**src/hdl/mask_pkg.sv**
```systemverilog
// filter mask loader shared definitions
// word layout, register group counts and size code decoding constants
package mask_pkg;

	// ************************************************************
	// memory word layout
	// ************************************************************

	// one mask coefficient
	localparam int ELEM_W = 10;
	// memory controller data width
	localparam int WORD_W = 32;
	// coefficients packed in bits 9:0, 19:10 and 29:20, top two bits unused
	localparam int ELEMS_PER_WORD = 3;
	// byte step between consecutive words
	localparam int WORD_BYTES = 4;

	// ************************************************************
	// coefficient storage
	// ************************************************************

	// one group per memory word, enough for a 5x5 mask
	localparam int MAX_GROUPS = 9;
	localparam int COEF_COUNT = MAX_GROUPS * ELEMS_PER_WORD;
	// index into the stored coefficients, 27 fits in 5 bits
	localparam int COEF_IDX_W = 5;

	// ************************************************************
	// size codes and words read per size
	// ************************************************************

	// counts up to MAX_GROUPS words
	localparam int WORD_CNT_W = 4;
	localparam int SIZE_W = 3;

	localparam logic [SIZE_W-1:0] SIZE_3X3 = 3'd3;
	localparam logic [SIZE_W-1:0] SIZE_5X5 = 3'd5;

	// size squared over three, rounded up
	localparam logic [WORD_CNT_W-1:0] WORDS_3X3 = 4'd3;
	localparam logic [WORD_CNT_W-1:0] WORDS_5X5 = 4'd9;
	// unknown size code, a single word like the old default
	localparam logic [WORD_CNT_W-1:0] WORDS_OTHER = 4'd1;

endpackage

```
**src/hdl/mask_read_seq.sv**
```systemverilog
// mask read sequencer
// issues one word read at a time, counts completions and walks the group pointer
module mask_read_seq #(
	parameter int ADDR_W = 10
) (
	input  logic                             clk,
	input  logic                             reset,
	// load request from the mask control
	input  logic                             start,
	input  logic [mask_pkg::SIZE_W-1:0]      mask_size,
	input  logic [ADDR_W-1:0]                base_addr,
	// memory controller side
	input  logic                             rd_done,
	output logic                             rd_req,
	output logic [ADDR_W-1:0]                rd_addr,
	// coefficient group write control
	output logic [mask_pkg::MAX_GROUPS-1:0]  group_sel,
	output logic                             word_wr,
	// whole mask held in the groups
	output logic                             mask_valid
);

	// state encoding
	localparam logic [2:0] ST_IDLE   = 3'd0;
	localparam logic [2:0] ST_READ   = 3'd1;
	localparam logic [2:0] ST_WAIT   = 3'd2;
	localparam logic [2:0] ST_CHECK  = 3'd3;
	localparam logic [2:0] ST_LOADED = 3'd4;

	logic [2:0] state;
	logic [2:0] state_next;

	// start only counts when no load is running
	logic start_ok;

	// words wanted for the latched size and words received so far
	logic [mask_pkg::WORD_CNT_W-1:0] word_target;
	logic [mask_pkg::WORD_CNT_W-1:0] target_next;
	logic [mask_pkg::WORD_CNT_W-1:0] word_cnt;

	// last word of the mask received
	logic all_read;

	// ************************************************************
	// control decode
	// ************************************************************

	assign start_ok = start && ((state == ST_IDLE) || (state == ST_LOADED));

	// capture only while the read is outstanding
	assign word_wr = rd_done && (state == ST_WAIT);

	assign all_read = (word_cnt == word_target);

	// words per size code
	always_comb begin
		case (mask_size)
			mask_pkg::SIZE_3X3: target_next = mask_pkg::WORDS_3X3;
			mask_pkg::SIZE_5X5: target_next = mask_pkg::WORDS_5X5;
			default:            target_next = mask_pkg::WORDS_OTHER;
		endcase
	end

	// ************************************************************
	// state machine
	// ************************************************************

	always_ff @(posedge clk) begin
		if (reset) begin
			state <= ST_IDLE;
		end else begin
			state <= state_next;
		end
	end

	always_comb begin
		state_next = state;
		case (state)
			ST_IDLE: begin
				if (start_ok) begin
					state_next = ST_READ;
				end
			end
			// request lasts a single cycle
			ST_READ: begin
				state_next = ST_WAIT;
			end
			// no timeout, the controller may take as long as it needs
			ST_WAIT: begin
				if (rd_done) begin
					state_next = ST_CHECK;
				end
			end
			ST_CHECK: begin
				if (all_read) begin
					state_next = ST_LOADED;
				end else begin
					state_next = ST_READ;
				end
			end
			// mask stays valid until a reload
			ST_LOADED: begin
				if (start_ok) begin
					state_next = ST_READ;
				end
			end
			default: begin
				state_next = ST_IDLE;
			end
		endcase
	end

	// ************************************************************
	// address, word counter and group pointer
	// ************************************************************

	always_ff @(posedge clk) begin
		if (reset) begin
			rd_addr     <= '0;
			word_target <= '0;
			word_cnt    <= '0;
			group_sel   <= mask_pkg::MAX_GROUPS'(1);
		end else if (start_ok) begin
			// new load restarts everything from group 0
			rd_addr     <= base_addr;
			word_target <= target_next;
			word_cnt    <= '0;
			group_sel   <= mask_pkg::MAX_GROUPS'(1);
		end else begin
			if (word_wr) begin
				word_cnt <= word_cnt + 1'b1;
			end
			// step to the next word once the current one is stored
			if (state == ST_CHECK) begin
				rd_addr   <= rd_addr + ADDR_W'(mask_pkg::WORD_BYTES);
				group_sel <= group_sel << 1;
			end
		end
	end

	// moore outputs
	assign rd_req     = (state == ST_READ);
	assign mask_valid = (state == ST_LOADED);

endmodule

```
**src/hdl/mask_group.sv**
```systemverilog
// one coefficient register group
// splits a memory word into three coefficients and holds them
module mask_group (
	input  logic                            clk,
	input  logic                            reset,
	// write strobe for this group only
	input  logic                            wr,
	input  logic [mask_pkg::WORD_W-1:0]     word,
	// slot 0 comes from the low bits of the word
	output logic [mask_pkg::ELEMS_PER_WORD-1:0][mask_pkg::ELEM_W-1:0] elems
);

	// ************************************************************
	// coefficient registers
	// ************************************************************

	// fixed slices 9:0, 19:10 and 29:20
	// bits above the last slice are ignored
	always_ff @(posedge clk) begin
		if (reset) begin
			elems <= '0;
		end else if (wr) begin
			for (int i = 0; i < mask_pkg::ELEMS_PER_WORD; i++) begin
				elems[i] <= word[i*mask_pkg::ELEM_W +: mask_pkg::ELEM_W];
			end
		end
	end

	// without wr the group keeps its last load

endmodule

```
**src/hdl/coef_select.sv**
```systemverilog
// coefficient selector
// registered indexed read of the stored mask, one tap per cycle
module coef_select (
	input  logic                                clk,
	input  logic                                reset,
	// index presented by the filter datapath
	input  logic [mask_pkg::COEF_IDX_W-1:0]     coef_index,
	// every stored coefficient, entry k from group k/3 slot k mod 3
	input  logic [mask_pkg::COEF_COUNT-1:0][mask_pkg::ELEM_W-1:0] coefs,
	// value one cycle after the index
	output logic [mask_pkg::ELEM_W-1:0]         coef_value
);

	// index points at a real register
	logic in_range;

	// selected coefficient before the output register
	logic [mask_pkg::ELEM_W-1:0] coef_mux;

	// ************************************************************
	// read mux
	// ************************************************************

	assign in_range = (coef_index < mask_pkg::COEF_COUNT);

	// indices past the last register read as zero
	always_comb begin
		if (in_range) begin
			coef_mux = coefs[coef_index];
		end else begin
			coef_mux = '0;
		end
	end

	// ************************************************************
	// output register
	// ************************************************************

	always_ff @(posedge clk) begin
		if (reset) begin
			coef_value <= '0;
		end else begin
			coef_value <= coef_mux;
		end
	end

endmodule

```
**src/hdl/mask_loader.sv**
```systemverilog
// filter mask loader top level
// reads mask words from memory into register groups, exposes them by index
module mask_loader #(
	parameter int ADDR_W = 10
) (
	input  logic                             clk,
	input  logic                             reset,
	// load request
	input  logic                             start,
	input  logic [mask_pkg::SIZE_W-1:0]      mask_size,
	input  logic [ADDR_W-1:0]                base_addr,
	// memory controller
	input  logic                             rd_done,
	input  logic [mask_pkg::WORD_W-1:0]      rd_data,
	output logic                             rd_req,
	output logic [ADDR_W-1:0]                rd_addr,
	// mask status and tap read port
	output logic                             mask_valid,
	input  logic [mask_pkg::COEF_IDX_W-1:0]  coef_index,
	output logic [mask_pkg::ELEM_W-1:0]      coef_value
);

	// one-hot group pointer from the sequencer
	logic [mask_pkg::MAX_GROUPS-1:0] group_sel;

	// word accepted this cycle
	logic word_wr;

	// all groups side by side, coefficient k at index k
	logic [mask_pkg::COEF_COUNT-1:0][mask_pkg::ELEM_W-1:0] coefs;

	// ************************************************************
	// read sequencer
	// ************************************************************

	mask_read_seq #(
		.ADDR_W(ADDR_W)
	) read_seq (
		.clk       (clk),
		.reset     (reset),
		.start     (start),
		.mask_size (mask_size),
		.base_addr (base_addr),
		.rd_done   (rd_done),
		.rd_req    (rd_req),
		.rd_addr   (rd_addr),
		.group_sel (group_sel),
		.word_wr   (word_wr),
		.mask_valid(mask_valid)
	);

	// ************************************************************
	// coefficient groups
	// ************************************************************

	for (genvar g = 0; g < mask_pkg::MAX_GROUPS; g++) begin : gen_group
		// this group takes the word when the pointer is on it
		logic group_wr;

		assign group_wr = word_wr & group_sel[g];

		mask_group group (
			.clk  (clk),
			.reset(reset),
			.wr   (group_wr),
			.word (rd_data),
			.elems(coefs[g*mask_pkg::ELEMS_PER_WORD +: mask_pkg::ELEMS_PER_WORD])
		);
	end

	// ************************************************************
	// tap read port
	// ************************************************************

	coef_select select (
		.clk       (clk),
		.reset     (reset),
		.coef_index(coef_index),
		.coefs     (coefs),
		.coef_value(coef_value)
	);

endmodule

```
**config.mk**
```make
export PLATFORM = sky130hd
export DESIGN_NAME = mask_loader
export DESIGN_NICKNAME = d
export VERILOG_FILES = /design/src/hdl/mask_pkg.sv /design/src/hdl/mask_read_seq.sv /design/src/hdl/mask_group.sv /design/src/hdl/coef_select.sv /design/src/hdl/mask_loader.sv
export SDC_FILE = /design/constraint.sdc
export NUM_CORES = 1
export LEC_CHECK = 0
export ABC_AREA = 0
export BUFFER_PORTS_ARGS = -buffer_cell sky130_fd_sc_hd__buf_2
export CORE_ASPECT_RATIO = 1.4
export CORE_MARGIN = 8
export CORE_UTILIZATION = 66
export DETAILED_ROUTE_END_ITERATION = 6
export GPL_TIMING_DRIVEN = 0
export PLACE_DENSITY = 0.82
export REMOVE_ABC_BUFFERS = 1
export SLEW_MARGIN = 15
export SYNTH_ARGS = -nofsm -noshare
export SYNTH_HDL_FRONTEND = slang
export SYNTH_HIERARCHICAL = 1
export SYNTH_SLANG_ARGS = --single-unit
```
**constraint.sdc**
```tcl
create_clock -name clk -period 3 [get_ports clk]
set_input_delay 0.3 -clock clk [delete_from_list [all_inputs] [get_ports clk]]
set_output_delay 0.3 -clock clk [all_outputs]
set_load 0.005 [all_outputs]
```
==> impl_metrics.py, run 1 <==
metrics = {
    "logic_synthesis": {
        "synth_ff_type": "dfxtp_1",
        "synth-seq-cells": 309,
        "synth_seq_area_share_pct": 44.8,
        "syn_area_per_cell_um2": 10.4,
        "synth_top_family_by_area": "multiplexers",
        "synthAdderAreaFrac_pct": 0.181,
        "synthMuxAreaShare_pct": 29.2,
        "synthCells": 1334,
        "synth_cell_type_count": 49,
        "yosys.area_share.simple_pct": 11.3,
        "synth_compound_area_share_pct": 6.75,
        "yosysWarnings": 6,
        "synth_enable_flop_cells": 0,
        "async_reset_ff_share_pct": 0,
        "synth_xor_area_share_pct": 0.634,
        "synth_area_mm2": 0.0138,
    },
    "placement": {
        "dp_hpwl_um": 19400,
        "place_area_mm2": 0.0139,
        "io_buffers": 73,
        "routabilityCongestion": 0.740,
        "dp.cells": 1574,
    },
    "timing": {
        "maxSlewHeadroom_pct": 13.7,
        "worst_pin_slew_ns": 1.29,
        "fmax_mhz": 419,
        "maxSlewViolCount": 0,
        "setup_tns_ns": 0,
        "setup_viol": 0,
        "rsz0062_at_grt": "no",
        "final.min_clock_period_ns": 2.39,
        "fin_crit_sh_pct": 79.5,
        "finalHoldViolations": 0,
        "clock_skew_ns": 0.00887,
    },
    "setup_path": {
        "arrival_ns": 2.79,
        "ff2ff_path_depth": 5,
        "r2r_slack_ns": 0.72,
        "worst-setup-path-type": "input port to flip-flop",
        "critPathMaxStageDelay_ns": 1.08,
        "r2r_start": "read_seq/state[1]",
        "slowest_stage": "a2111oi_4",
        "start_kind": "input port",
        "end_kind": "flip-flop",
        "critPathTopFamily": "compound AO/OA/AOI/OAI gates",
        "required_ns": 3.41,
        "crit_path_cell_trace": "buf_4 > buf_16 > and2_4 > a2111oi_4 > a21oi_1 > a221oi_1",
        "path_buf_inv": 2,
        "crit_fanout": 48,
        "reg2reg_to": "gen_group[7].group/elems[29]",
    },
    "min_path": {
        "hold_depth": 3,
        "hp-class": "input port to flip-flop",
        "min-delay-start": "base_addr[2]",
        "min_to": "read_seq/rd_addr[2]",
    },
    "power_and_ir_drop": {
        "peakVddDrop_mv": 0.478,
        "p_leak_nw": 5.43,
        "powerDensity_mw_per_mm2": 564,
    },
    "route": {
        "wirelength_um": 32000,
        "routedWlPerCell_um": 19.7,
        "drtIter0Drc": 672,
        "ant_nets": 0,
        "vias": 9855,
        "drt_pass1_iterations": 5,
        "viasPerCell": 6.06,
        "drc": 0,
    },
    "floorplanning": {
        "dieArea_mm2": 0.0259,
        "start_util_pct": 67.2,
        "die_x_um": 138,
        "io_pins": 76,
        "die_y_um": 187,
        "design.core.area_mm2": 0.0206,
        "num_rows": 62,
    },
    "global_routing": {
        "antenna_found_initial": 0,
        "gr-usage-all-layers_pct": 23.6,
        "grt_max_degree": 109,
        "grt_pass1_wl_um": 51400,
        "grt_pass1_vias": 10000,
        "overflow": 0,
    },
    "cts": {
        "cts_tree": "done",
        "root_buffer": "clkbuf_16",
        "path_clk_slew_ns": 0.06,
        "cts_buffers": 29,
        "cts_sinks": 309,
        "cts_setup_buffers": 0,
        "clk_latency_ns": 0.54,
        "ctsResizeCount": 0,
        "clock_path_buffers": 3,
        "htreeDepth": 1,
    },
    "finish": {
        "diodes": 0,
        "stdcell_count": 1626,
        "area_delta_synth_final_pct": 7.65,
        "layout.nets": 1407,
        "design_area_mm2": 0.0149,
        "drive_above_1_share_pct": 11.7,
    },
    "flow_run": {
        "max_cap_violations": 0,
    },
    "status": {
        "status": "completed",
    },
}
==> per-layer routing <==
layer  share of wire, %  global-route usage [%]  wire length (µm)
met3                5.8                    4.22              1860
met1                 41                    27.4             13000
met2                 50                    41.3             15900
met4                4.0                    10.5              1290
met5                  0                       0                 0
==> cell families after synthesis <==
group | Yosys count
muxes | 401
and+or+nand+nor | 374
DFF | 309
AOI/OAI and AO/OA | 131
buffers and inverters | 107
xor gates and xnor gates | 10
adders and majority gates | 2
==> timing repair <==
item	CTS	global route
endpoints found under the setup margin	0	0
endpoints found under the hold margin	2	0
hold buffers	2	0
==> Yosys cell counts, drive strengths merged (2+ instances only) <==
cell	instances	area share [%]
nor2b	4	0.18
o21ai	2	0.072
o22ai	10	0.45
a21oi	46	1.7
clkbuf	39	1.1
nand4b	2	0.13
nor3	2	0.072
xor2	5	0.32
or2	2	0.091
buf	64	5.9
xnor2	5	0.32
mux2i	381	28
a221oi	12	0.76
ha	2	0.18
nor3b	3	0.20
dfxtp	309	45
and2	10	0.47
nand3	12	0.43
a211oi	3	0.20
nand2	37	1.0
inv	4	0.11
a221o	10	0.72
nor4	4	0.29
nand2b	2	0.091
nor2	291	7.9
o2bb2ai	10	0.63
mux2	20	1.6
a22oi	32	1.7
==> worst min-delay path, stage by stage <==
cell and delay [ns]:
buf_2 0.08, a221oi_1 0.06, nor2_1 0.07
==> how the worst max path moves through the flow <==
stage | startpoint | endpoint | slack, ns | cells past startpoint
6_report | coef_index[1] | select/coef_value[6] | 0.61 | 6
3_3_place_gp | reset | select/coef_value[8] | -3.32 | 4
5_1_grt | read_seq/state[1] | gen_group[7].group/elems[19] | 0.56 | 5
2_1_floorplan | read_seq/state[1] | gen_group[0].group/elems[0] | 0.62 | 4
3_5_place_dp | coef_index[1] | select/coef_value[6] | 0.20 | 6
4_1_cts | coef_index[1] | select/coef_value[6] | 0.70 | 6
==> power breakdown <==
part,total (mW),switching (mW),internal [mW]
sequential,4.21,0.0477,4.16
clock,3.53,1.49,2.04
combinational,0.654,0.409,0.245
==> final cells by class <==
| type | instances | area [µm²] |
|---|---|---|
| multi-input combinational | 918 | 6680 |
| sequential | 309 | 6190 |
| fill | 1415 | 5690 |
| clock buffer | 48 | 907 |
| timing repair buffer | 89 | 744 |
| tap | 256 | 320 |
| clock inverter | 2 | 16.3 |
| inverter | 4 | 15.0 |
==> layout by cell type (no fill, tap or decap), types with 4 or more instances in the layout <==
cell / Yosys / final
buf_16: 0 / 8
and2_2: 0 / 9
nand2_1: 37 / 37
inv_1: 4 / 4
a221o_1: 10 / 10
xnor2_1: 5 / 5
mux2_2: 6 / 6
clkbuf_16: 0 / 29
nand3_1: 12 / 12
clkbuf_8: 0 / 11
mux2i_1: 381 / 381
nor2_1: 290 / 288
buf_2: 11 / 70
mux2_1: 14 / 14
xor2_1: 5 / 5
a22oi_1: 32 / 32
o2bb2ai_1: 10 / 10
dfxtp_1: 309 / 309
clkbuf_1: 39 / 8
buf_12: 27 / 6
a21oi_1: 46 / 46
o22ai_1: 10 / 10
a221oi_1: 12 / 12
==> sequential cells by signal, summed over array words and instances (netlist names) <==
signal	cells
gen_group.group/elems	270
read_seq/word_target	3
select/coef_value	10
read_seq/state	3
read_seq/rd_addr	10
read_seq/group_sel	9
read_seq/word_cnt	4
==> through the flow <==
step | worst slack, ns | power, mW | utilization, % | hold WS (ns)
2_1_floorplan | 0.622 | 4.58 | - | 0.365
3_3_place_gp | -3.32 | 4.92 | 65.8 | 0.439
3_5_place_dp | 0.204 | 4.94 | 67.7 | 0.446
4_1_cts | 0.695 | 8.44 | 72.3 | 0.00588
5_1_grt | 0.564 | 8.68 | 72.3 | 0.0322
6_report | 0.615 | 8.39 | 72.3 | 0.0156
Power figures use the tool's default switching activity.
==> inputs of run 2 (changes only) <==
CORE_UTILIZATION = 61   (was 66)
PLACE_DENSITY = 0.77   (was 0.82)
clock period = 2.4 ns   (was 3 ns; I/O delays follow)
==> run 2 against run 1 <==
Combinational power rose by 28%; wire length is 1.3% higher; clock power is 27% higher; setup slack worse by 0.51 ns; non-clock buffer count up 11; final area rose by 1.1%; critical path depth did not move; clock-buffer cell count decreased by 4; critical path type unchanged.
==> impl_metrics.py, run 2 (synthesis gave the netlist of run 1 again) <==
metrics = {
    "route": {
        "drc": 0,
        "drtIter0Drc": 803,
        "wirelength_um": 32400,
        "ant_nets": 0,
        "vias": 9816,
        "drt_pass1_iterations": 5,
        "routedWlPerCell_um": 19.2,
        "viasPerCell": 5.83,
    },
    "setup_path": {
        "critPathTopFamily": "compound AO/OA/AOI/OAI gates",
        "required_ns": 2.81,
        "end_kind": "flip-flop",
        "slowest_stage": "a2111oi_4",
        "start_kind": "input port",
        "crit_fanout": 41,
        "worst-setup-path-type": "input port to flip-flop",
        "critPathMaxStageDelay_ns": 1.01,
        "crit_path_cell_trace": "buf_4 > buf_16 > and2_4 > a2111oi_4 > a21oi_1 > a221oi_1",
        "arrival_ns": 2.71,
        "path_buf_inv": 2,
    },
    "finish": {
        "largest_reg_flops": 270,
        "stdcell_count": 1683,
        "layout.nets": 1418,
        "num-fill-cells": 1722,
        "area_delta_synth_final_pct": 8.79,
        "regMostFlops": "gen_group.group/elems",
        "reg_top3": "gen_group.group/elems (270), read_seq/rd_addr (10), select/coef_value (10)",
        "drive_above_1_share_pct": 11.4,
        "mostFrequentLayoutCells": "mux2i_1 (381), dfxtp_1 (309), nor2_1 (288)",
        "mostFrequentLayoutCell": "mux2i_1",
    },
    "timing": {
        "fin_crit_sh_pct": 95.7,
        "maxSlewViolCount": 0,
        "worst_pin_slew_ns": 1.22,
        "final.min_clock_period_ns": 2.30,
        "setup_tns_ns": 0,
        "clock_skew_ns": 0.0109,
        "rsz0062_at_grt": "no",
        "setup_viol": 0,
        "fmax_mhz": 436,
        "maxSlewHeadroom_pct": 18.0,
        "finalHoldViolations": 0,
        "hold_ws_ns": 0.0132,
    },
    "floorplanning": {
        "io_pins": 76,
        "start_util_pct": 61.8,
        "num_rows": 65,
        "die_y_um": 194,
        "dieArea_mm2": 0.0278,
        "die_x_um": 143,
        "design.core.area_mm2": 0.0224,
    },
    "placement": {
        "io_buffers": 73,
        "dp_hpwl_um": 19200,
        "routabilityCongestion": 0.742,
        "dp.cells": 1619,
    },
    "global_routing": {
        "antenna_found_initial": 1,
        "grt_max_degree": 129,
        "grt_pass1_vias": 9769,
        "grt_pass1_wl_um": 51500,
        "overflow": 0,
        "gr-usage-all-layers_pct": 22.7,
    },
    "cts": {
        "cts_buffers": 29,
        "cts_sinks": 309,
        "cts_tree": "done",
        "htreeDepth": 1,
        "cts_setup_buffers": 0,
        "clock_path_buffers": 3,
        "root_buffer": "clkbuf_16",
        "path_clk_slew_ns": 0.06,
        "clk_latency_ns": 0.54,
    },
    "power_and_ir_drop": {
        "powerDensity_mw_per_mm2": 704,
        "switchingPower_mw": 2.48,
        "switching_share_pct": 23.4,
        "p_total_mw": 10.6,
        "clockPowerShare_pct": 42.4,
        "pwr-share-comb_pct": 7.9,
        "seq_power_share_pct": 49.7,
        "peakVddDrop_mv": 0.723,
        "p_leak_nw": 5.46,
        "p_int_mw": 8.10,
    },
    "flow_run": {
        "max_cap_violations": 0,
    },
    "status": {
        "status": "completed",
    },
    "min_path": {
        "hp-class": "input port to flip-flop",
    },
}
==> run 2: final cells by class <==
class | count | area, µm² | share of cell area (%)
Multi-Input combinational cell | 918 | 6690 | 44.5
Timing Repair Buffer | 100 | 847 | 5.64
Inverter | 4 | 15.0 | 0.0999
Antenna cell | 1 | 2.50 | 0.0167
Clock inverter | 6 | 82.6 | 0.549
Clock buffer | 44 | 832 | 5.54
Tap cell | 301 | 377 | 2.51
Sequential cell | 309 | 6190 | 41.2
==> run 2: tightest hold or removal path, stage by stage <==
cell and delay (ns):
buf_2 0.09, nor2_1 0.11, a211oi_2 0.05
==> run 2: stage by stage <==
| step | setup slack [ns] | cell area (µm²) | util [%] |
|---|---|---|---|
| finish | 0.104 | 15000 | 67.2 |
| global route | 0.0171 | 15000 | 67.2 |
| CTS | 0.0327 | 15000 | 67.2 |
| detailed placement | -0.345 | 14000 | 62.5 |
| global placement | -3.92 | 13600 | 60.8 |
| floorplan | 0.0221 | 12800 | - |
==> run 2: final timing paths <==
path | startpoint | slack [ns] | end | cells past startpoint
worst max-delay path | coef_index[1] | 0.10 | select/coef_value[6] | 6
worst min-delay path | base_addr[9] | 0.01 | read_seq/rd_addr[9] | 3
worst max register to register | read_seq/state[1] | 0.13 | gen_group[3].group/elems[8] | 5
worst min register to register | read_seq/rd_addr[0] | 0.45 | read_seq/rd_addr[0] | 2
==> run 2: power groups by stage <==
stage	registers, mW	logic, mW	clock network, mW
floorplan	5.37	0.359	0
global placement	5.37	0.783	0
detailed placement	5.38	0.806	0
CTS	5.26	0.824	4.55
global route	5.27	0.888	4.76
finish	5.26	0.836	4.48
==> run 2: repair_timing <==
item                       CTS  global route
hold endpoints to repair    11             0
hold buffers                13             0
gates resized for setup      0             3
setup endpoints to repair    0            26
==> run 2: layer usage <==
metal	wire length, µm	part of all wire, %	global-route usage (%)
met1	13800	43	28.3
met2	16000	49	38.8
met3	1750	5.4	3.67
met4	820	2.5	7.58
met5	11	0.034	0
